**config.mk**
```make
export PLATFORM = sky130hd
export DESIGN_NAME = camera_capture_top
export DESIGN_NICKNAME = d
export VERILOG_FILES = /design/src/hdl/cam_bus_pkg.sv /design/src/hdl/chunk_stream_pkg.sv /design/src/hdl/cam_pixel_decoder.sv /design/src/hdl/camera_capture_top.sv /design/src/hdl/frame_checker.sv /design/src/hdl/pixel_stacker.sv
export SDC_FILE = /design/constraint.sdc
export NUM_CORES = 1
export LEC_CHECK = 0
export BUFFER_PORTS_ARGS = -buffer_cell sky130_fd_sc_hd__buf_2
export CORE_ASPECT_RATIO = 0.6
export CORE_MARGIN = 2
export CORE_UTILIZATION = 27
export CTS_BUF_LIST = sky130_fd_sc_hd__clkbuf_8
export DETAILED_ROUTE_END_ITERATION = 8
export HOLD_SLACK_MARGIN = 0.05
export PLACE_DENSITY = 0.53
export SLEW_MARGIN = 25
export SYNTH_ARGS = -nofsm -noshare
export SYNTH_HDL_FRONTEND = slang
export SYNTH_SLANG_ARGS = --single-unit
```
**constraint.sdc**
```tcl
create_clock -name clk_camera -period 18.4 [get_ports clk_camera]
set_input_delay 2.76 -clock clk_camera [delete_from_list [all_inputs] [get_ports clk_camera]]
set_output_delay 2.76 -clock clk_camera [all_outputs]
set_load 0.01 [all_outputs]
```
**src/hdl/cam_bus_pkg.sv**
```systemverilog
`default_nettype none

// camera side definitions: parallel bus byte, pixel format, frame counters
package cam_bus_pkg;

  // flops per synchronizer chain on the asynchronous camera pins
  localparam int SYNC_STAGES = 2;

  typedef logic [7:0] cam_byte_t;  // one byte on the camera data bus

  // rgb565 pixel
  // [15:11] red, [10:5] green, [4:0] blue
  typedef logic [15:0] pixel_t;

  typedef logic [10:0] hcount_t;  // pixel index inside a line
  typedef logic [9:0] vcount_t;  // line index inside a frame

endpackage

`default_nettype wire

```
**src/hdl/chunk_stream_pkg.sv**
```systemverilog
`default_nettype none

// chunk stream toward memory, one 128 bit word per eight pixels
package chunk_stream_pkg;
  import cam_bus_pkg::*;

  localparam int PIXELS_PER_CHUNK = 8;

  // pixel k of a chunk lives in bits 16k+15 down to 16k
  typedef logic [PIXELS_PER_CHUNK*$bits(pixel_t)-1:0] chunk_t;

endpackage

`default_nettype wire

```
**src/hdl/cam_pixel_decoder.sv**
```systemverilog
`default_nettype none

// samples the parallel camera bus in the clk_camera domain
// two bytes per pixel, high byte first, taken on pclk rising edges while hsync is high
module cam_pixel_decoder
  import cam_bus_pkg::*;
#(
  parameter int FRAME_WIDTH  = 1280,  // pixels per line
  parameter int FRAME_HEIGHT = 720    // lines per frame
) (
  input  wire            clk_camera,
  input  wire            recent_reset,
  input  wire cam_byte_t cam_data_i,   // async camera pins
  input  wire            cam_pclk_i,
  input  wire            cam_hsync_i,
  input  wire            cam_vsync_i,
  output logic           pix_valid_o,  // one cycle strobe per pixel
  output pixel_t         pix_data_o,
  output logic           pix_last_o,   // last pixel of the frame
  output logic           line_end_o,   // hsync falling edge
  output hcount_t        line_len_o,   // pixels in the line that just ended
  output logic           frame_end_o   // vsync rising edge
);

  // index 0 sits next to the pin
  logic [SYNC_STAGES-1:0] pclk_sync, hsync_sync, vsync_sync;
  cam_byte_t              data_sync [SYNC_STAGES];

  logic      pclk_s, hsync_s, vsync_s;  // synchronized copies
  cam_byte_t data_s;
  logic      pclk_q, hsync_q, vsync_q;  // one cycle older, for edges
  logic      pclk_rise, hsync_fall, vsync_rise;

  logic      byte_phase;  // high byte already captured
  cam_byte_t hi_byte;
  hcount_t   hcount;      // pixels seen so far in this line
  vcount_t   vcount;      // lines finished so far in this frame

  always_ff @(posedge clk_camera) begin
    if (recent_reset) begin
      pclk_sync  <= '0;
      hsync_sync <= '0;
      vsync_sync <= '0;
    end else begin
      pclk_sync  <= {pclk_sync[SYNC_STAGES-2:0], cam_pclk_i};
      hsync_sync <= {hsync_sync[SYNC_STAGES-2:0], cam_hsync_i};
      vsync_sync <= {vsync_sync[SYNC_STAGES-2:0], cam_vsync_i};
    end
  end

  // data chain has the same depth, so data_s lines up with pclk_s
  always_ff @(posedge clk_camera) begin
    data_sync[0] <= cam_data_i;
    for (int i = 1; i < SYNC_STAGES; i++) begin
      data_sync[i] <= data_sync[i-1];
    end
  end

  assign pclk_s  = pclk_sync[SYNC_STAGES-1];
  assign hsync_s = hsync_sync[SYNC_STAGES-1];
  assign vsync_s = vsync_sync[SYNC_STAGES-1];
  assign data_s  = data_sync[SYNC_STAGES-1];

  assign pclk_rise  = pclk_s & ~pclk_q;
  assign hsync_fall = ~hsync_s & hsync_q;  // line gap begins
  assign vsync_rise = vsync_s & ~vsync_q;  // frame gap begins

  always_ff @(posedge clk_camera) begin
    if (recent_reset) begin
      pclk_q      <= 1'b0;
      hsync_q     <= 1'b0;
      vsync_q     <= 1'b0;
      byte_phase  <= 1'b0;
      hcount      <= '0;
      vcount      <= '0;
      pix_valid_o <= 1'b0;
      pix_last_o  <= 1'b0;
      line_end_o  <= 1'b0;
      frame_end_o <= 1'b0;
    end else begin
      pclk_q      <= pclk_s;
      hsync_q     <= hsync_s;
      vsync_q     <= vsync_s;
      pix_valid_o <= 1'b0;
      pix_last_o  <= 1'b0;
      line_end_o  <= hsync_fall;
      frame_end_o <= vsync_rise;
      if (vsync_s) vcount <= '0;  // held at zero through the frame gap
      else if (hsync_fall) vcount <= vcount + 1'b1;
      if (hsync_fall) begin
        hcount     <= '0;
        byte_phase <= 1'b0;  // a stray odd byte does not leak into the next line
      end else if (pclk_rise && hsync_s) begin
        byte_phase <= ~byte_phase;
        if (byte_phase) begin  // low byte, pixel complete
          pix_valid_o <= 1'b1;
          pix_last_o  <= (hcount == hcount_t'(FRAME_WIDTH - 1)) &&
                         (vcount == vcount_t'(FRAME_HEIGHT - 1));
          hcount      <= hcount + 1'b1;
        end
      end
    end
  end

  always_ff @(posedge clk_camera) begin
    if (pclk_rise && hsync_s) begin
      if (!byte_phase) hi_byte <= data_s;
      else pix_data_o <= {hi_byte, data_s};
    end
    if (hsync_fall) line_len_o <= hcount;
  end

  // pclk is at most a quarter of clk_camera, and pixels need two pclk edges
  a_pix_valid_single : assert property (
    @(posedge clk_camera) disable iff (recent_reset) pix_valid_o |=> !pix_valid_o
  );

endmodule

`default_nettype wire

```
**src/hdl/camera_capture_top.sv**
```systemverilog
`default_nettype none

// camera capture front end: pins -> pixels -> 128 bit chunks, plus frame check
module camera_capture_top
  import cam_bus_pkg::*;
  import chunk_stream_pkg::*;
#(
  parameter int FRAME_WIDTH  = 1280,
  parameter int FRAME_HEIGHT = 720
) (
  input  wire            clk_camera,
  input  wire            recent_reset,
  input  wire cam_byte_t cam_data_i,
  input  wire            cam_pclk_i,
  input  wire            cam_hsync_i,
  input  wire            cam_vsync_i,
  output logic           chunk_tvalid_o,
  input  wire            chunk_tready_i,
  output chunk_t         chunk_tdata_o,
  output logic           chunk_tlast_o,
  output logic           overflow_o,
  output logic           frame_ok_o,
  output logic           frame_bad_o
);

  logic    pix_valid, pix_last;  // decoder -> stacker
  pixel_t  pix_data;
  logic    line_end, frame_end;  // decoder -> checker
  hcount_t line_len;

  cam_pixel_decoder #(
    .FRAME_WIDTH (FRAME_WIDTH),
    .FRAME_HEIGHT(FRAME_HEIGHT)
  ) i_cam_pixel_decoder (
    .clk_camera  (clk_camera),
    .recent_reset(recent_reset),
    .cam_data_i  (cam_data_i),
    .cam_pclk_i  (cam_pclk_i),
    .cam_hsync_i (cam_hsync_i),
    .cam_vsync_i (cam_vsync_i),
    .pix_valid_o (pix_valid),
    .pix_data_o  (pix_data),
    .pix_last_o  (pix_last),
    .line_end_o  (line_end),
    .line_len_o  (line_len),
    .frame_end_o (frame_end)
  );

  pixel_stacker i_pixel_stacker (
    .clk_camera    (clk_camera),
    .recent_reset  (recent_reset),
    .pix_valid_i   (pix_valid),
    .pix_data_i    (pix_data),
    .pix_last_i    (pix_last),
    .chunk_tready_i(chunk_tready_i),
    .chunk_tvalid_o(chunk_tvalid_o),
    .chunk_tdata_o (chunk_tdata_o),
    .chunk_tlast_o (chunk_tlast_o),
    .overflow_o    (overflow_o)
  );

  frame_checker #(
    .FRAME_WIDTH (FRAME_WIDTH),
    .FRAME_HEIGHT(FRAME_HEIGHT)
  ) i_frame_checker (
    .clk_camera  (clk_camera),
    .recent_reset(recent_reset),
    .line_end_i  (line_end),
    .line_len_i  (line_len),
    .frame_end_i (frame_end),
    .frame_ok_o  (frame_ok_o),
    .frame_bad_o (frame_bad_o)
  );

endmodule

`default_nettype wire

```
**src/hdl/frame_checker.sv**
```systemverilog
`default_nettype none

// checks each frame for FRAME_HEIGHT lines of FRAME_WIDTH pixels
// one pulse per frame end, ok or bad
module frame_checker
  import cam_bus_pkg::*;
#(
  parameter int FRAME_WIDTH  = 1280,
  parameter int FRAME_HEIGHT = 720
) (
  input  wire          clk_camera,
  input  wire          recent_reset,
  input  wire          line_end_i,
  input  wire hcount_t line_len_i,
  input  wire          frame_end_i,
  output logic         frame_ok_o,
  output logic         frame_bad_o
);

  vcount_t line_cnt;   // lines ended in this frame
  vcount_t lines_now;  // including a line end on this very cycle
  logic    line_err;   // some line had a wrong length or came before sync
  logic    started;    // a frame boundary was seen since reset
  logic    len_bad;

  assign len_bad   = line_end_i && (line_len_i != hcount_t'(FRAME_WIDTH));
  assign lines_now = line_cnt + vcount_t'(line_end_i);  // last hsync may meet vsync

  always_ff @(posedge clk_camera) begin
    if (recent_reset) begin
      line_cnt    <= '0;
      line_err    <= 1'b0;
      started     <= 1'b0;
      frame_ok_o  <= 1'b0;
      frame_bad_o <= 1'b0;
    end else begin
      frame_ok_o  <= 1'b0;
      frame_bad_o <= 1'b0;
      if (frame_end_i) begin
        if (started && !line_err && !len_bad &&
            lines_now == vcount_t'(FRAME_HEIGHT)) frame_ok_o <= 1'b1;
        else frame_bad_o <= 1'b1;  // also the partial frame after reset
        started  <= 1'b1;
        line_cnt <= '0;
        line_err <= 1'b0;
      end else if (line_end_i) begin
        line_cnt <= line_cnt + 1'b1;
        if (len_bad || !started) line_err <= 1'b1;
      end
    end
  end

  // exactly one verdict, and only right after a frame end
  a_one_verdict : assert property (
    @(posedge clk_camera) disable iff (recent_reset)
      (frame_ok_o || frame_bad_o) |-> !(frame_ok_o && frame_bad_o) && $past(frame_end_i)
  );

endmodule

`default_nettype wire

```
**src/hdl/pixel_stacker.sv**
```systemverilog
`default_nettype none

// packs PIXELS_PER_CHUNK pixels into one chunk on a valid/ready stream
// one accumulator plus one output register, no ready toward the decoder
module pixel_stacker
  import cam_bus_pkg::*;
  import chunk_stream_pkg::*;
(
  input  wire         clk_camera,
  input  wire         recent_reset,
  input  wire         pix_valid_i,
  input  wire pixel_t pix_data_i,
  input  wire         pix_last_i,      // pixel closes the frame
  input  wire         chunk_tready_i,
  output logic        chunk_tvalid_o,
  output chunk_t      chunk_tdata_o,
  output logic        chunk_tlast_o,
  output logic        overflow_o       // sticky until reset
);

  localparam int PIXEL_BITS = $bits(pixel_t);
  localparam int SLOT_W     = $clog2(PIXELS_PER_CHUNK);

  chunk_t            acc;         // chunk under construction
  chunk_t            merged;      // acc with the incoming pixel in place
  logic [SLOT_W-1:0] slot;        // next free pixel position
  logic              chunk_done;  // incoming pixel fills the last slot
  logic              out_free;    // output register can take a chunk this cycle

  always_comb begin
    merged = acc;
    merged[slot*PIXEL_BITS +: PIXEL_BITS] = pix_data_i;
  end

  assign chunk_done = pix_valid_i && (slot == SLOT_W'(PIXELS_PER_CHUNK - 1));
  // empty, or emptied by a transfer on this same edge
  assign out_free   = !chunk_tvalid_o || chunk_tready_i;

  always_ff @(posedge clk_camera) begin
    if (recent_reset) begin
      slot           <= '0;
      chunk_tvalid_o <= 1'b0;
      overflow_o     <= 1'b0;
    end else begin
      if (pix_valid_i) begin
        // frame end realigns the slots even when the chunk gets dropped
        if (chunk_done || pix_last_i) slot <= '0;
        else slot <= slot + 1'b1;
      end
      if (chunk_done && out_free) chunk_tvalid_o <= 1'b1;
      else if (chunk_tready_i) chunk_tvalid_o <= 1'b0;  // taken, nothing new
      if (chunk_done && !out_free) overflow_o <= 1'b1;  // chunk lost
    end
  end

  // payload path
  always_ff @(posedge clk_camera) begin
    if (pix_valid_i) acc <= merged;
    if (chunk_done && out_free) begin
      chunk_tdata_o <= merged;      // valid rises one cycle after the eighth pixel
      chunk_tlast_o <= pix_last_i;
    end
  end

  // held chunk must not change until the sink takes it
  a_chunk_stable : assert property (
    @(posedge clk_camera) disable iff (recent_reset)
      chunk_tvalid_o && !chunk_tready_i |=>
        chunk_tvalid_o && $stable(chunk_tdata_o) && $stable(chunk_tlast_o)
  );

endmodule

`default_nettype wire

```
Word-level counts from Yosys, hierarchy flattened
Memory sizes are Yosys's and may differ from the RTL's.
Cells that the tools add are included.
{ "totals": {"register_bits": 346, "elab_cells": 84, "out_inout_bits": 133, "mem_bits_rw": 16, "memories": 1, "input_bits": 14} }
{ "op_classes": {"add_sub_neg": 6, "muxes": 7, "shifts": 2, "reduce_logical": 27, "eq_ne": 5, "bitwise_logic": 9} }
{ "memory_table": {"columns": ["memory", "depth", "width", "read_ports", "rd_clocked_by_memory_dff", "wr", "line_no", "source"], "rows": [
  ["i_cam_pixel_decoder.data_sync", 2, 8, 2, 0, 2, "cam_pixel_decoder.sv:27", "cam_byte_t data_sync [SYNC_STAGES];"]
]} }
{ "ops": {"columns": ["cell", "n"], "rows": [
  ["128-bit bitwise mux", 1],
  ["16-bit by 34-bit variable shift with 128-bit output, first input constant", 1],
  ["16-bit by 34-bit variable part select with 128-bit output", 1],
  ["7-bit negator with 34-bit output", 1],
  ["10-bit by 1-bit adder with 10-bit output, second input constant", 2],
  ["10-bit equality test, second input constant", 2],
  ["11-bit by 1-bit adder with 11-bit output, second input constant", 1],
  ["11-bit equality test, second input constant", 1],
  ["11-bit inequality test, second input constant", 1],
  ["10-bit by 1-bit adder with 10-bit output", 1],
  ["1-bit logical AND", 9],
  ["2-bit OR reduction", 4],
  ["1-bit NOT", 6],
  ["2-bit AND reduction", 3],
  ["1-bit logical NOT", 5],
  ["1-bit two-way mux", 5],
  ["4-bit OR reduction", 1],
  ["3-bit by 1-bit adder with 3-bit output, second input constant", 1],
  ["1-bit AND", 3],
  ["3-bit equality test, second input constant", 1],
  ["1-bit logical OR", 3],
  ["3-bit two-way mux", 1],
  ["3-bit OR reduction", 1],
  ["2-bit nonzero test", 1]
]} }

Depth between registers and ports, before layout
Gate-level depths: netlist of the first run.
{ "depth": {"ltp_word": 6, "ltp_mapped": 10} }

Modules after synthesis
A second synthesis of the first run with hierarchy kept.
{ "hier_totals": {"cells_unflattened": 829, "hier_area_um2": 13918.3} }
{ "by_module_without_submodules": {"columns": ["module", "seq_area_each_um2", "cells_per_inst", "instances", "area_each_um2"], "rows": [
  ["pixel_stacker", 7817.5, 532, 1, 10326.2],
  ["cam_pixel_decoder", 2072.0, 203, 1, 2807.7],
  ["frame_checker", 280.3, 94, 1, 784.5]
]} }

Least setup slack after synthesis of the first run
No wires, ideal clock.
{ "synth_path": {"kind": "register to register", "start": "reg i_cam_pixel_decoder.pix_valid_o", "end": "reg i_pixel_stacker.chunk_tdata_o[0], enable pin", "synth_period_minus_slack_ns": 9.499, "arrival_time_ns": 8.881, "setup_slack_ns": 8.901, "required_time_ns": 17.782, "stages_incl_launch_ff": 4, "path_buffers": 1, "path_cell_list": "dfxtp_1 clkbuf_1 nand2_1 nor2_1"} }
{ "synth_between": {"elab_chain_cells": 2} }
{ "synth_lines": {"columns": ["element", "line_no", "source"], "rows": [
  ["start, declared", "cam_pixel_decoder.sv:17", "output logic pix_valid_o,"],
  ["start signal, assigned", "cam_pixel_decoder.sv:76", "pix_valid_o <= 1'b0;"],
  ["start signal, assigned", "cam_pixel_decoder.sv:84", "pix_valid_o <= 1'b0;"],
  ["start signal, assigned", "cam_pixel_decoder.sv:96", "pix_valid_o <= 1'b1;"],
  ["1-bit logical AND", "pixel_stacker.sv:35", "assign chunk_done = pix_valid_i && (slot == SLOT_W'(PIXELS_PER_CHUNK - 1));"],
  ["1-bit logical AND", "pixel_stacker.sv:59", "if (chunk_done && out_free) begin"],
  ["end signal, assigned", "pixel_stacker.sv:60", "chunk_tdata_o <= merged;"],
  ["end, declared", "pixel_stacker.sv:16", "output chunk_t chunk_tdata_o,"]
]} }
No other way between the ends.
A chain may end at the register's enable or synchronous reset.

Final worst setup path of the first run
{ "layout_path": {"start": "in chunk_tready_i", "end": "reg i_pixel_stacker.chunk_tdata_o[100], enable pin"} }
{ "layout_between": {"elab_chain_cells": 2} }
{ "layout_lines": {"columns": ["element", "line_no", "source"], "rows": [
  ["start, declared", "camera_capture_top.sv:18", "input wire chunk_tready_i,"],
  ["1-bit logical OR", "pixel_stacker.sv:37", "assign out_free = !chunk_tvalid_o || chunk_tready_i;"],
  ["1-bit logical AND", "pixel_stacker.sv:59", null]
]} }
No other way between the ends.

==> results of run 1 <==
-- registers in the layout, indices dropped and copies added, names as in the netlist, 2 cells and up --
signal and flops:
i_pixel_stacker.acc 128, i_cam_pixel_decoder.hi_byte 8, i_cam_pixel_decoder.hcount 11, i_cam_pixel_decoder.hsync_sync 2, i_cam_pixel_decoder.pix_data_o 16, i_cam_pixel_decoder.data_sync 16
i_frame_checker.line_cnt 10, i_pixel_stacker.slot 3, i_cam_pixel_decoder.pclk_sync 2, i_cam_pixel_decoder.vsync_sync 2, i_pixel_stacker.chunk_tdata_o 128, i_cam_pixel_decoder.vcount 10
i_cam_pixel_decoder.line_len_o 11
-- kinds of logic (layout without fill, tap and decap cells) --
family          count (synthesis)  count (layout)
xor+xnor                       22              22
compound gates                 87              87
mux                            70              70
buf+inv                        37             262
simple gates                  236             236
flops                         362             362
fa+ha+maj                      10              10
-- metal layers --
layer / track usage / routed length [µm] / up-vias
met4: 0.03152 / 576 / 0
met1: 0.1624 / 14190 / 3467
met5: 0 / 0 / -
li1: - / - / 3421
met3: 0.03303 / 1677 / 53
met2: 0.1644 / 12160 / 164
-- power groups by stage --
stage	logic, W	registers (W)	clock network [W]
CTS	0.00000632	0.000878	0.000708
floorplan	0.00000403	0.000895	0
global placement	0.00000623	0.000895	0
finish	0.00000611	0.000878	0.000680
global route	0.00000689	0.000877	0.000743
detailed placement	0.00000630	0.000895	0
-- through the flow --
step / setup WS [ns] / util / std cells
6_report: 13.94 / 0.3278 / 1689
5_1_grt: 13.78 / 0.3278 / 1689
4_1_cts: 13.92 / 0.3277 / 1689
3_5_place_dp: 13.27 / 0.3044 / 1590
3_3_place_gp: 13.32 / 0.3044 / 1590
2_1_floorplan: 8.901 / - / 824
-- area by class of cell --
cell class              instances  share of cell area
well taps                     640             0.05104
clock buffers                  61             0.05351
flip-flops and latches        362              0.6485
repair buffers                155             0.05088
clock inverters                38             0.01755
inverters                       8            0.001914
multi-input cells             425              0.1766
-- placed cells by master, fill, tap and decap left out, types with 3 or more instances in the layout --
| cell type | synthesis | routed |
|---|---|---|
| or3_1 | 6 | 6 |
| nor4_1 | 6 | 6 |
| buf_2 | 7 | 146 |
| xor2_1 | 9 | 9 |
| nor2b_1 | 14 | 14 |
| mux2_2 | 63 | 63 |
| o21ai_0 | 69 | 69 |
| and2b_1 | 3 | 3 |
| dfxtp_1 | 70 | 69 |
| nand4_1 | 8 | 8 |
| ha_1 | 10 | 10 |
| and2_1 | 17 | 17 |
| inv_1 | 8 | 19 |
| edfxtp_1 | 292 | 292 |
| mux2_1 | 4 | 4 |
| clkinv_2 | 0 | 8 |
| nor2_1 | 41 | 39 |
| nand2_1 | 92 | 91 |
| mux2i_1 | 3 | 3 |
| clkbuf_8 | 0 | 61 |
| bufinv_16 | 0 | 4 |
| nor3_1 | 8 | 8 |
| or2_2 | 3 | 3 |
| xnor2_1 | 13 | 13 |
| nand3_1 | 12 | 12 |
| buf_4 | 0 | 9 |
| clkinv_1 | 0 | 13 |
| a21oi_1 | 13 | 13 |
-- critical path, stage by stage --
cell and delay, ns:
buf_2 0.08, nor2b_1 0.07, nor2_4 0.10, buf_4 0.66
buf_4 0.84
-- final timing paths --
path / from / end / cells past startpoint
max: chunk_tready_i / i_pixel_stacker.chunk_tdata_o[100]$_DFFE_PP_ / 5
max reg2reg: i_pixel_stacker.slot[0]$_SDFFE_PP0P_ / i_pixel_stacker.chunk_tdata_o[100]$_DFFE_PP_ / 6
min: i_cam_pixel_decoder.data_sync[0][5]$_DFF_P_ / i_cam_pixel_decoder.data_sync[0][13]$_DFF_P_ / 0
min reg2reg: i_cam_pixel_decoder.data_sync[0][5]$_DFF_P_ / i_cam_pixel_decoder.data_sync[0][13]$_DFF_P_ / 0
==> metrics, run 1 <==
Port Buffers 146; Post-synth EDFFs roughly 290; post-synthesis sequential area ratio 0.7764; CTS tree yes; adder-cell share of the synthesized area 0.009552; die height 174.6 µm; ys flop type edfxtp_1; DPL Wire Length about 18000 µm; VDD IR max 0.00004169 V; Setup Buffers After CTS 0; drt first-iter violations 434; clock buffer depth 3; switch share 0.2075; CTS Hold Bufs 0; Flop pwr share 0.561; worst-skew pair later-pin latency 0.60 ns; Synth Area per Inst 15.90 µm²; multi-input logic area 2771 µm²; CTS clock-pin slew for the worst setup and hold paths 0.06 ns; Detailed Routing Iterations Pass 1 5; Clock Skew about 0.039 ns; top cells by area, synth edfxtp_1 67%, dfxtp_1 11%, mux2_2 5.4%, nand2_1 2.6%, o21ai_0 2.6%; combinational fraction of design power 0.004; Hold Crit Class reg -> reg; post-DR vias/cell between 4 and 5; post-cts resize count 0; Post-synth ARST share 0; Vias 7105; row cnt 62; Startpoint Class primary input; # diodes 0; Final TNS setup 0 ns; Initial Util 0.2737; Post-Synthesis Net Count 848; outcome finished clean; DRT Wirelength 28600 µm; Tot GR Track Use 0.1127; routed len/inst 16.94 µm; clock share of power 0.435; Area Growth Syn to Fin 19.77%; WP data required 18.62 ns; largest net degree at the start of global routing 70; post-synthesis mux area share 0.05989; initial antenna violation count 1; Post-synth top cells 292 x edfxtp_1, 92 x nand2_1, 70 x dfxtp_1; RSZ-0062 raised after global routing false; synthesized area 13100 µm²; Power Total 0.001564 W; Clock Sinks 362; design area 15690 µm²; post-synth top area share 0.6694; hold slack 0.3240 ns; Pleak 5.544 nW; Yosys reg bits approximately 360; register area 10170 µm²; Final Max Slew Viols 0; compound-gate portion of the synthesized area 0.03467; GRT overflow 0; CP arrival 4.68 ns; Yosys Warn Count 0; synth unique cells 50; total power per unit cell area 99.70 nW/µm²; Pint 0.001240 W; worst slew pin tran a little under 1 ns; Final Hold Vio Count 0; Post-Synth XOR/XNOR Area 0.01471; Root Buffer clkbuf_8; crit end category flip-flop; crit path max fanout 69; reg-to-reg slack, setup 14.93 ns; Final setup viols 0; Fillers between 4000 and 5000; main combinational cell family by area after synthesis simple AND/OR/NAND/NOR gates; H-tree levels 2; Layout Nets 1030; first-pass GRT wire length 43040 µm; routability cong. 0.7144; crit path kind in -> reg; antenna-violating nets left 0; share of layout cells above drive strength 1 0.2984; Die X a little under 300 µm; most common cell in the netlist edfxtp_1; headroom to the max-slew limit 0.3374; Max-cap violations 0; Max Freq around 220 MHz; core area 47860 µm²; post-synthesis simple-gate area fraction 0.09179; fin crit period around 4.5 ns; clock buffer count from CTS 54; Mapped Cells slightly above 800; period utilization 0.2423; leading area contributor after synthesis edfxtp_1; Post-DP Area 14570 µm²; IO Pins approximately 150; post-detailed-route DRC marker count 0; Net Sw Power 0.0003245 W; area of the die 50350 µm²; vias in the first global route 7075
(Power assumes the default switching activity.)
==> run 2, diff against run 1 <==
--- a/config.mk
+++ b/config.mk
@@ -5,6 +5,7 @@
 export SDC_FILE = /design/constraint.sdc
 export NUM_CORES = 1
 export LEC_CHECK = 0
+export ABC_AREA = 1
 export BUFFER_PORTS_ARGS = -buffer_cell sky130_fd_sc_hd__buf_2
 export CORE_ASPECT_RATIO = 0.6
 export CORE_MARGIN = 2
@@ -12,7 +13,7 @@
 export CTS_BUF_LIST = sky130_fd_sc_hd__clkbuf_8
 export DETAILED_ROUTE_END_ITERATION = 8
 export HOLD_SLACK_MARGIN = 0.05
-export PLACE_DENSITY = 0.53
+export PLACE_DENSITY = 0.54
 export SLEW_MARGIN = 25
 export SYNTH_ARGS = -nofsm -noshare
 export SYNTH_HDL_FRONTEND = slang
==> constraint.sdc (replaced) <==
create_clock -name clk_camera -period 4 [get_ports clk_camera]
set_input_delay 0.6 -clock clk_camera [delete_from_list [all_inputs] [get_ports clk_camera]]
set_output_delay 0.6 -clock clk_camera [all_outputs]
set_load 0.01 [all_outputs]
==> metrics, run 2 <==
outcome finished clean; combinational fraction of design power 0.005 (about the same); clock buffer count from CTS 58 (+7.4%); Post-synth ARST share 0 (unchanged); non-filler cells, final 1975 (+17%); period utilization 0.6760; crit end category flip-flop; hold slack 0.1012 ns (-0.2227 ns); Max-cap violations 0 (unchanged); Port Buffers 146 (unchanged); Post-synth EDFFs 292 (unchanged); IO Pins 147 (unchanged); R2R Path End i_pixel_stacker.chunk_tdata_o[55]$_DFFE_PP_; Final Max Slew Viols 0 (unchanged); crit path kind reg -> reg; post-synthesis sequential area ratio 0.7482 (-0.02823); die height 177.8 µm (+1.8%); post-DR vias/cell 4.209 (about the same); Yosys reg bits 362 (unchanged); hold path startpoint cam_data_i[6]; multi-input logic area 2834 µm² (+2.3%); clock buffer depth 3 (unchanged); Hold Crit Class in -> reg; Inst Count DP 1859 (+17%); H-tree levels 2 (unchanged); row cnt 63 (+1.6%); synth unique cells 42 (-16%); area of the die 52210 µm² (+3.7%); post-detailed-route DRC marker count 0 (unchanged); post-synth top area share 0.6451 (-0.02434); share of layout cells above drive strength 1 0.2147 (-0.08372); most common cell in the netlist edfxtp_1; Tot GR Track Use 0.1215 (+0.008808); GRT overflow 0 (unchanged); VDD IR max 0.0002086 V (+400%); core area 49580 µm² (+3.6%); Startpoint Class flip-flop; drt first-iter violations 645 (+49%); Fillers 4951 (+4.9%); largest net degree at the start of global routing 130 (+86%); Detailed Routing Iterations Pass 1 5 (unchanged); switch share 0.2132 (+0.005737); worst hold stages 1 (+1); headroom to the max-slew limit 0.4032 (+0.06579); pre-CTS setup slack 1.274 ns (-11.99 ns); Pleak 6.033 nW (+8.8%); WL met2 13430 µm (+10%); Clock Sinks 362 (unchanged); CTS clock-pin slew for the worst setup and hold paths 0.07 ns (about the same); M1 wire length 15910 µm (+12%); top layer in use met4; hold path endpoint i_cam_pixel_decoder.data_sync[0][6]$_DFF_P_; clock share of power 0.434 (about the same); WP data required 4.47 ns (-14.15 ns); Pint 0.005670 W (+360%); Final setup viols 0 (unchanged); Root Buffer clkbuf_8; crit path max fanout 22 (-68%); reg-to-reg slack, setup 1.30 ns (-13.63 ns); DRT Wirelength 31830 µm (+11%); Yosys Warn Count 0 (unchanged); DPL Wire Length 21380 µm (+16%); synthesized area 13590 µm² (+3.8%); compound-gate portion of the synthesized area 0.05440 (+0.01973); total power per unit cell area 445.1 nW/µm² (+350%); leading area contributor after synthesis edfxtp_1; Die X 293.7 µm (+1.8%); reg-to-reg critical path startpoint i_pixel_stacker.slot[0]$_SDFFE_PP0P_; Flop pwr share 0.561 (about the same); final worst setup slack 1.296 ns (-12.64 ns); Regs by FF count i_pixel_stacker.acc x128, i_pixel_stacker.chunk_tdata_o x128; Synth Area per Inst 12.49 µm² (-21%); top cells by area, synth edfxtp_1 65%, dfxtp_1 10%, nand2_1 8.0%, nor2_1 2.8%, inv_1 2.5%; post-synthesis simple-gate area fraction 0.1424 (+0.05060); CTS tree yes; routability cong. 0.7813 (+9.4%); worst-skew pair later-pin latency 0.63 ns (+0.03 ns); main combinational cell family by area after synthesis simple AND/OR/NAND/NOR gates; initial antenna violation count 2 (+1); worst r2r path cells 10 (+4); Net Sw Power 0.001537 W (+370%); adder-cell share of the synthesized area 0.009205 (-0.0003473); RSZ-0062 raised after global routing false; vias in the first global route 8006 (+13%); Layout Nets 1300 (+26%); post-synthesis mux area share 0 (-0.05989); Final TNS setup 0 ns (unchanged); met3 wire len 1928 µm (+15%); Final Hold Vio Count 0 (unchanged); Max Freq 369.8 MHz; CP arrival 3.18 ns (-1.50 ns); Area Growth Syn to Fin 19.13%; Post-synth top cells 292 x edfxtp_1, 289 x nand2_1, 101 x nor2_1; Initial Util 0.2742 (+0.0004858); routed len/inst 16.12 µm (-4.8%); Vias 8312 (+17%); commonest non-fill, non-tap cell in the layout edfxtp_1; most frequent cells in the layout 292 x edfxtp_1, 289 x nand2_1, 146 x buf_2; Post-Synthesis Net Count 1112 (+31%); ys flop type edfxtp_1; register area 10170 µm² (unchanged); Post-Synth XOR/XNOR Area 0.001933 (-0.01278); fin crit period 2.704 ns; Util after Layout 0.3266 (-0.001187); worst slew pin tran 0.8952 ns (-0.09868 ns); Mapped Cells 1088 (+32%); first-pass GRT wire length 48020 µm (+12%); antenna-violating nets left 0 (unchanged); post-cts resize count 0 (unchanged); Clock Skew 0.02386 ns (-0.01519 ns)
==> run 2: changes by cell type after synthesis, moves of 14 or more <==
cell,previous run,this run
and2_1,17,0
o21ai_0,69,48
nor2b_1,14,0
clkbuf_1,19,5
nand2_1,92,289
o21ai_1,0,14
inv_1,8,90
mux2_2,63,0
o21ai_2,0,18
nor2_1,41,101
==> run 2: worst max-delay path, cell delays in order (launching register included) <==
cell     delay, ns
dfxtp_1       0.57
inv_6         0.08
ha_1          0.23
ha_1          0.18
inv_1         0.14
nand3_2       0.12
nor2_2        0.12
nand2_1       0.51
inv_2         0.42
nand2_1       0.09
nand2_1       0.09
==> run 2: cells by family after synthesis <==
| family | count (synthesis) |
|---|---|
| AOI/OAI and AO/OA | 123 |
| buffers and inverters | 130 |
| DFF | 362 |
| and+or+nand+nor | 460 |
| adders and majority gates | 10 |
| xor gates and xnor gates | 3 |
==> run 2: worst max path at each step <==
stage	end	cells after the start	slack, ns	startpoint
2_1_floorplan	i_pixel_stacker.chunk_tdata_o[0]$_DFFE_PP_	2	0.20	i_cam_pixel_decoder.pix_valid_o$_SDFF_PP0_
3_3_place_gp	i_pixel_stacker.chunk_tdata_o[56]$_DFFE_PP_	10	1.37	i_pixel_stacker.slot[0]$_SDFFE_PP0P_
3_5_place_dp	i_pixel_stacker.acc[55]$_DFFE_PP_	10	1.27	i_pixel_stacker.slot[0]$_SDFFE_PP0P_
4_1_cts	i_pixel_stacker.acc[55]$_DFFE_PP_	10	1.24	i_pixel_stacker.slot[0]$_SDFFE_PP0P_
5_1_grt	i_pixel_stacker.acc[57]$_DFFE_PP_	10	1.05	i_pixel_stacker.slot[0]$_SDFFE_PP0P_
6_report	i_pixel_stacker.chunk_tdata_o[55]$_DFFE_PP_	10	1.30	i_pixel_stacker.slot[0]$_SDFFE_PP0P_
==> run 2: metrics by stage <==
stage	power, W	area, µm²
final	0.007207	16190
after global placement	0.004154	14990
after CTS	0.007343	16190
after floorplan	0.004137	13600
after global routing	0.007513	16190
after detailed placement	0.004156	14990
==> run 2: layout make-up <==
type / instances / area share
tap: 650 / 0.05022
multi-input combinational: 596 / 0.1750
clock buffer: 58 / 0.04930
sequential: 362 / 0.6283
antenna: 2 / 0.0003091
clock inverter: 49 / 0.02040
inverter: 99 / 0.02326
timing repair buffer: 159 / 0.05324
==> run 2: power by group through the flow <==
| stage | logic (W) | clock network (W) | registers [W] |
|---|---|---|---|
| floorplan | 0.0000204 | 0 | 0.00412 |
| global route | 0.0000445 | 0.00343 | 0.00404 |
| detailed placement | 0.0000340 | 0 | 0.00412 |
| CTS | 0.0000396 | 0.00326 | 0.00404 |
| global placement | 0.0000331 | 0 | 0.00412 |
| finish | 0.0000390 | 0.00313 | 0.00404 |
==> run 2: layer usage <==
| metal | vias to the layer above | global-route usage |
|---|---|---|
| met5 | - | 0 |
| met4 | 0 | 0.03295 |
| met2 | 217 | 0.1770 |
| met1 | 3952 | 0.1787 |
| li1 | 4092 | - |
| met3 | 51 | 0.02993 |
==> run 2: timing repair <==
action                                 CTS  global route
endpoints found under the hold margin    7             0
setup buffers                            0             0
hold buffers                             7             0
==> run 3, diff against run 2 <==
--- a/config.mk
+++ b/config.mk
@@ -5,7 +5,7 @@
 export SDC_FILE = /design/constraint.sdc
 export NUM_CORES = 1
 export LEC_CHECK = 0
-export ABC_AREA = 1
+export ABC_AREA = 0
 export BUFFER_PORTS_ARGS = -buffer_cell sky130_fd_sc_hd__buf_2
 export CORE_ASPECT_RATIO = 0.6
 export CORE_MARGIN = 2
@@ -13,7 +13,7 @@
 export CTS_BUF_LIST = sky130_fd_sc_hd__clkbuf_8
 export DETAILED_ROUTE_END_ITERATION = 8
 export HOLD_SLACK_MARGIN = 0.05
-export PLACE_DENSITY = 0.54
+export PLACE_DENSITY = 0.53
 export SLEW_MARGIN = 25
 export SYNTH_ARGS = -nofsm -noshare
 export SYNTH_HDL_FRONTEND = slang
==> constraint.sdc (replaced) <==
create_clock -name clk_camera -period 2.66 [get_ports clk_camera]
set_input_delay 0.399 -clock clk_camera [delete_from_list [all_inputs] [get_ports clk_camera]]
set_output_delay 0.399 -clock clk_camera [all_outputs]
set_load 0.01 [all_outputs]
==> metrics, run 3 (synthesis gave the netlist of run 1 again) <==
worst hold stages 2 (+1); reg-to-reg critical path startpoint i_pixel_stacker.slot[1]$_SDFFE_PP0P_; VDD IR max 0.0003301 V (+58%); largest net degree at the start of global routing 136 (+4.6%); worst r2r path cells 6 (-4); Final Max Slew Viols 0 (unchanged); worst slew pin tran 0.8341 ns (-0.06119 ns); post-DR vias/cell 4.234 (+0.61%); share of layout cells above drive strength 1 0.3126 (+0.09789); Hold Crit Class in -> reg; Startpoint Class flip-flop; hold slack 0.2341 ns (+0.1328 ns); clock buffer count from CTS 55 (-5.2%); DRT Wirelength 29430 µm (-7.5%); Crit path largest cell delay 0.49 ns (-0.08 ns); slowest cell on the critical path nand3_2; Detailed Routing Iterations Pass 1 7 (+2); Layout Nets 1059 (-19%); Post-DP Area 14780 µm² (-1.4%); reg-to-reg slack, setup 0.39 ns (-0.91 ns); Setup Buffers After CTS 0 (unchanged); headroom to the max-slew limit 0.4440 (+0.04079); Final TNS setup 0 ns (unchanged); DPL Wire Length 19450 µm (-9.0%); commonest non-fill, non-tap cell in the layout edfxtp_1; drt first-iter violations 595 (-7.8%); crit path kind reg -> reg; fin crit period 2.272 ns (-0.4316 ns); CTS Hold Bufs 11 (+4); # diodes 0 (-2); worst-skew pair later-pin latency 0.60 ns (-0.03 ns); Regs by FF count i_pixel_stacker.acc x128, i_pixel_stacker.chunk_tdata_o x128; area of the die 50350 µm² (-3.6%); core area 47860 µm² (-3.5%); antenna-violating nets left 0 (unchanged); Vias 7262 (-13%); Root Buffer clkbuf_8; Die X 288.4 µm (-1.8%); Clock Skew 0.03813 ns (+0.01427 ns); Max-cap violations 0 (unchanged); Final setup viols 0 (unchanged); IO Pins 147 (unchanged); GRT overflow 0 (unchanged); most frequent CP cell ha_1; crit end category flip-flop; vias in the first global route 7080 (-12%); post-cts resize count 0 (unchanged); CTS clock-pin slew for the worst setup and hold paths 0.06 ns (about the same); Area Growth Syn to Fin 23.22%; Pleak 5.780 nW (-4.2%); first-pass GRT wire length 43890 µm (-8.6%); post-detailed-route DRC marker count 0 (unchanged); crit path max fanout 16 (-27%); critical path cell sequence inv_1 -> ha_1 -> ha_1 -> nor2_1 -> nand3_2 -> mux2_2; routability cong. 0.7760 (-0.68%); most frequent cells in the layout 292 x edfxtp_1, 146 x buf_2, 91 x nand2_1; Port Buffers 146 (unchanged); period utilization 0.8542 (+0.1783); hold path startpoint recent_reset; CTS tree yes; Final Hold Vio Count 0 (unchanged); hold path endpoint i_frame_checker.started$_SDFFE_PP0P_; WP data required 2.98 ns (-1.49 ns); Initial Util 0.2737 (-0.0004858); Tot GR Track Use 0.1154 (-0.006167); design area 16140 µm² (-0.32%); RSZ-0062 raised after global routing false; CP arrival 2.59 ns (-0.59 ns); outcome finished clean; initial antenna violation count 1 (-1); Clock Sinks 362 (unchanged); die height 174.6 µm (-1.8%); clock buffer depth 3 (unchanged); Max Freq 440.1 MHz (+19%); total power per unit cell area 704.4 nW/µm² (+58%); R2R Path End i_pixel_stacker.acc[69]$_DFFE_PP_; row cnt 62 (-1.6%); H-tree levels 2 (unchanged); routed len/inst 17.16 µm (+6.5%)
run 3: routing by layer:
metal / up-vias / global-route usage / share of wire
li1: 3480 / - / -
met1: 3563 / 0.1753 / 0.50
met2: 166 / 0.1630 / 0.42
met3: 53 / 0.02885 / 0.067
met4: 0 / 0.02828 / 0.018
met5: - / 0 / 0
run 3: power by group:
group | total (W) | switching, W | internal, W
sequential | 0.00607 | 0.0000142 | 0.00606
combinational | 0.0000551 | 0.0000274 | 0.0000277
clock | 0.00524 | 0.00221 | 0.00303
total | 0.0114 | 0.00225 | 0.00912
run 3: through the flow:
stage | worst slack, ns | power [W] | util | instances
after CTS | 0.3225 | 0.01156 | 0.3372 | 1715
after global placement | 0.3686 | 0.006239 | 0.3088 | 1607
final | 0.3877 | 0.01137 | 0.3372 | 1715
after floorplan | -1.234 | 0.006216 | - | 824
after detailed placement | 0.3218 | 0.006241 | 0.3088 | 1607
after global routing | 0.1788 | 0.01179 | 0.3372 | 1715
run 3: layout make-up:
cell class              instances  area [µm²]
fillers                      4684       31720
flip-flops and latches        362       10170
multi-input cells             425        2774
repair buffers                183        1111
clock buffers                  59       812.0
well taps                     640       800.8
clock inverters                38       439.2
inverters                       8       30.03
run 3: how the worst max path moves through the flow:
stage / start / endpoint / slack [ns] / depth (start not counted)
2_1_floorplan: i_cam_pixel_decoder.pix_valid_o$_SDFF_PP0_ / i_pixel_stacker.chunk_tdata_o[0]$_DFFE_PP_ / -1.23 / 3
3_3_place_gp: i_pixel_stacker.slot[0]$_SDFFE_PP0P_ / i_pixel_stacker.chunk_tdata_o[74]$_DFFE_PP_ / 0.37 / 6
3_5_place_dp: i_pixel_stacker.slot[0]$_SDFFE_PP0P_ / i_pixel_stacker.chunk_tdata_o[72]$_DFFE_PP_ / 0.32 / 6
4_1_cts: i_pixel_stacker.slot[1]$_SDFFE_PP0P_ / i_pixel_stacker.acc[65]$_DFFE_PP_ / 0.32 / 6
5_1_grt: i_pixel_stacker.slot[0]$_SDFFE_PP0P_ / i_pixel_stacker.chunk_tdata_o[69]$_DFFE_PP_ / 0.18 / 6
6_report: i_pixel_stacker.slot[1]$_SDFFE_PP0P_ / i_pixel_stacker.acc[69]$_DFFE_PP_ / 0.39 / 6
run 3: worst max-delay path: cells and delay by family, from the launching register on:
kind,cells,cell delay [ns]
adders and majority gates,2,0.42
buffers and inverters,1,0.06
muxes,1,0.47
and+or+nand+nor,2,0.71
DFF,1,0.37
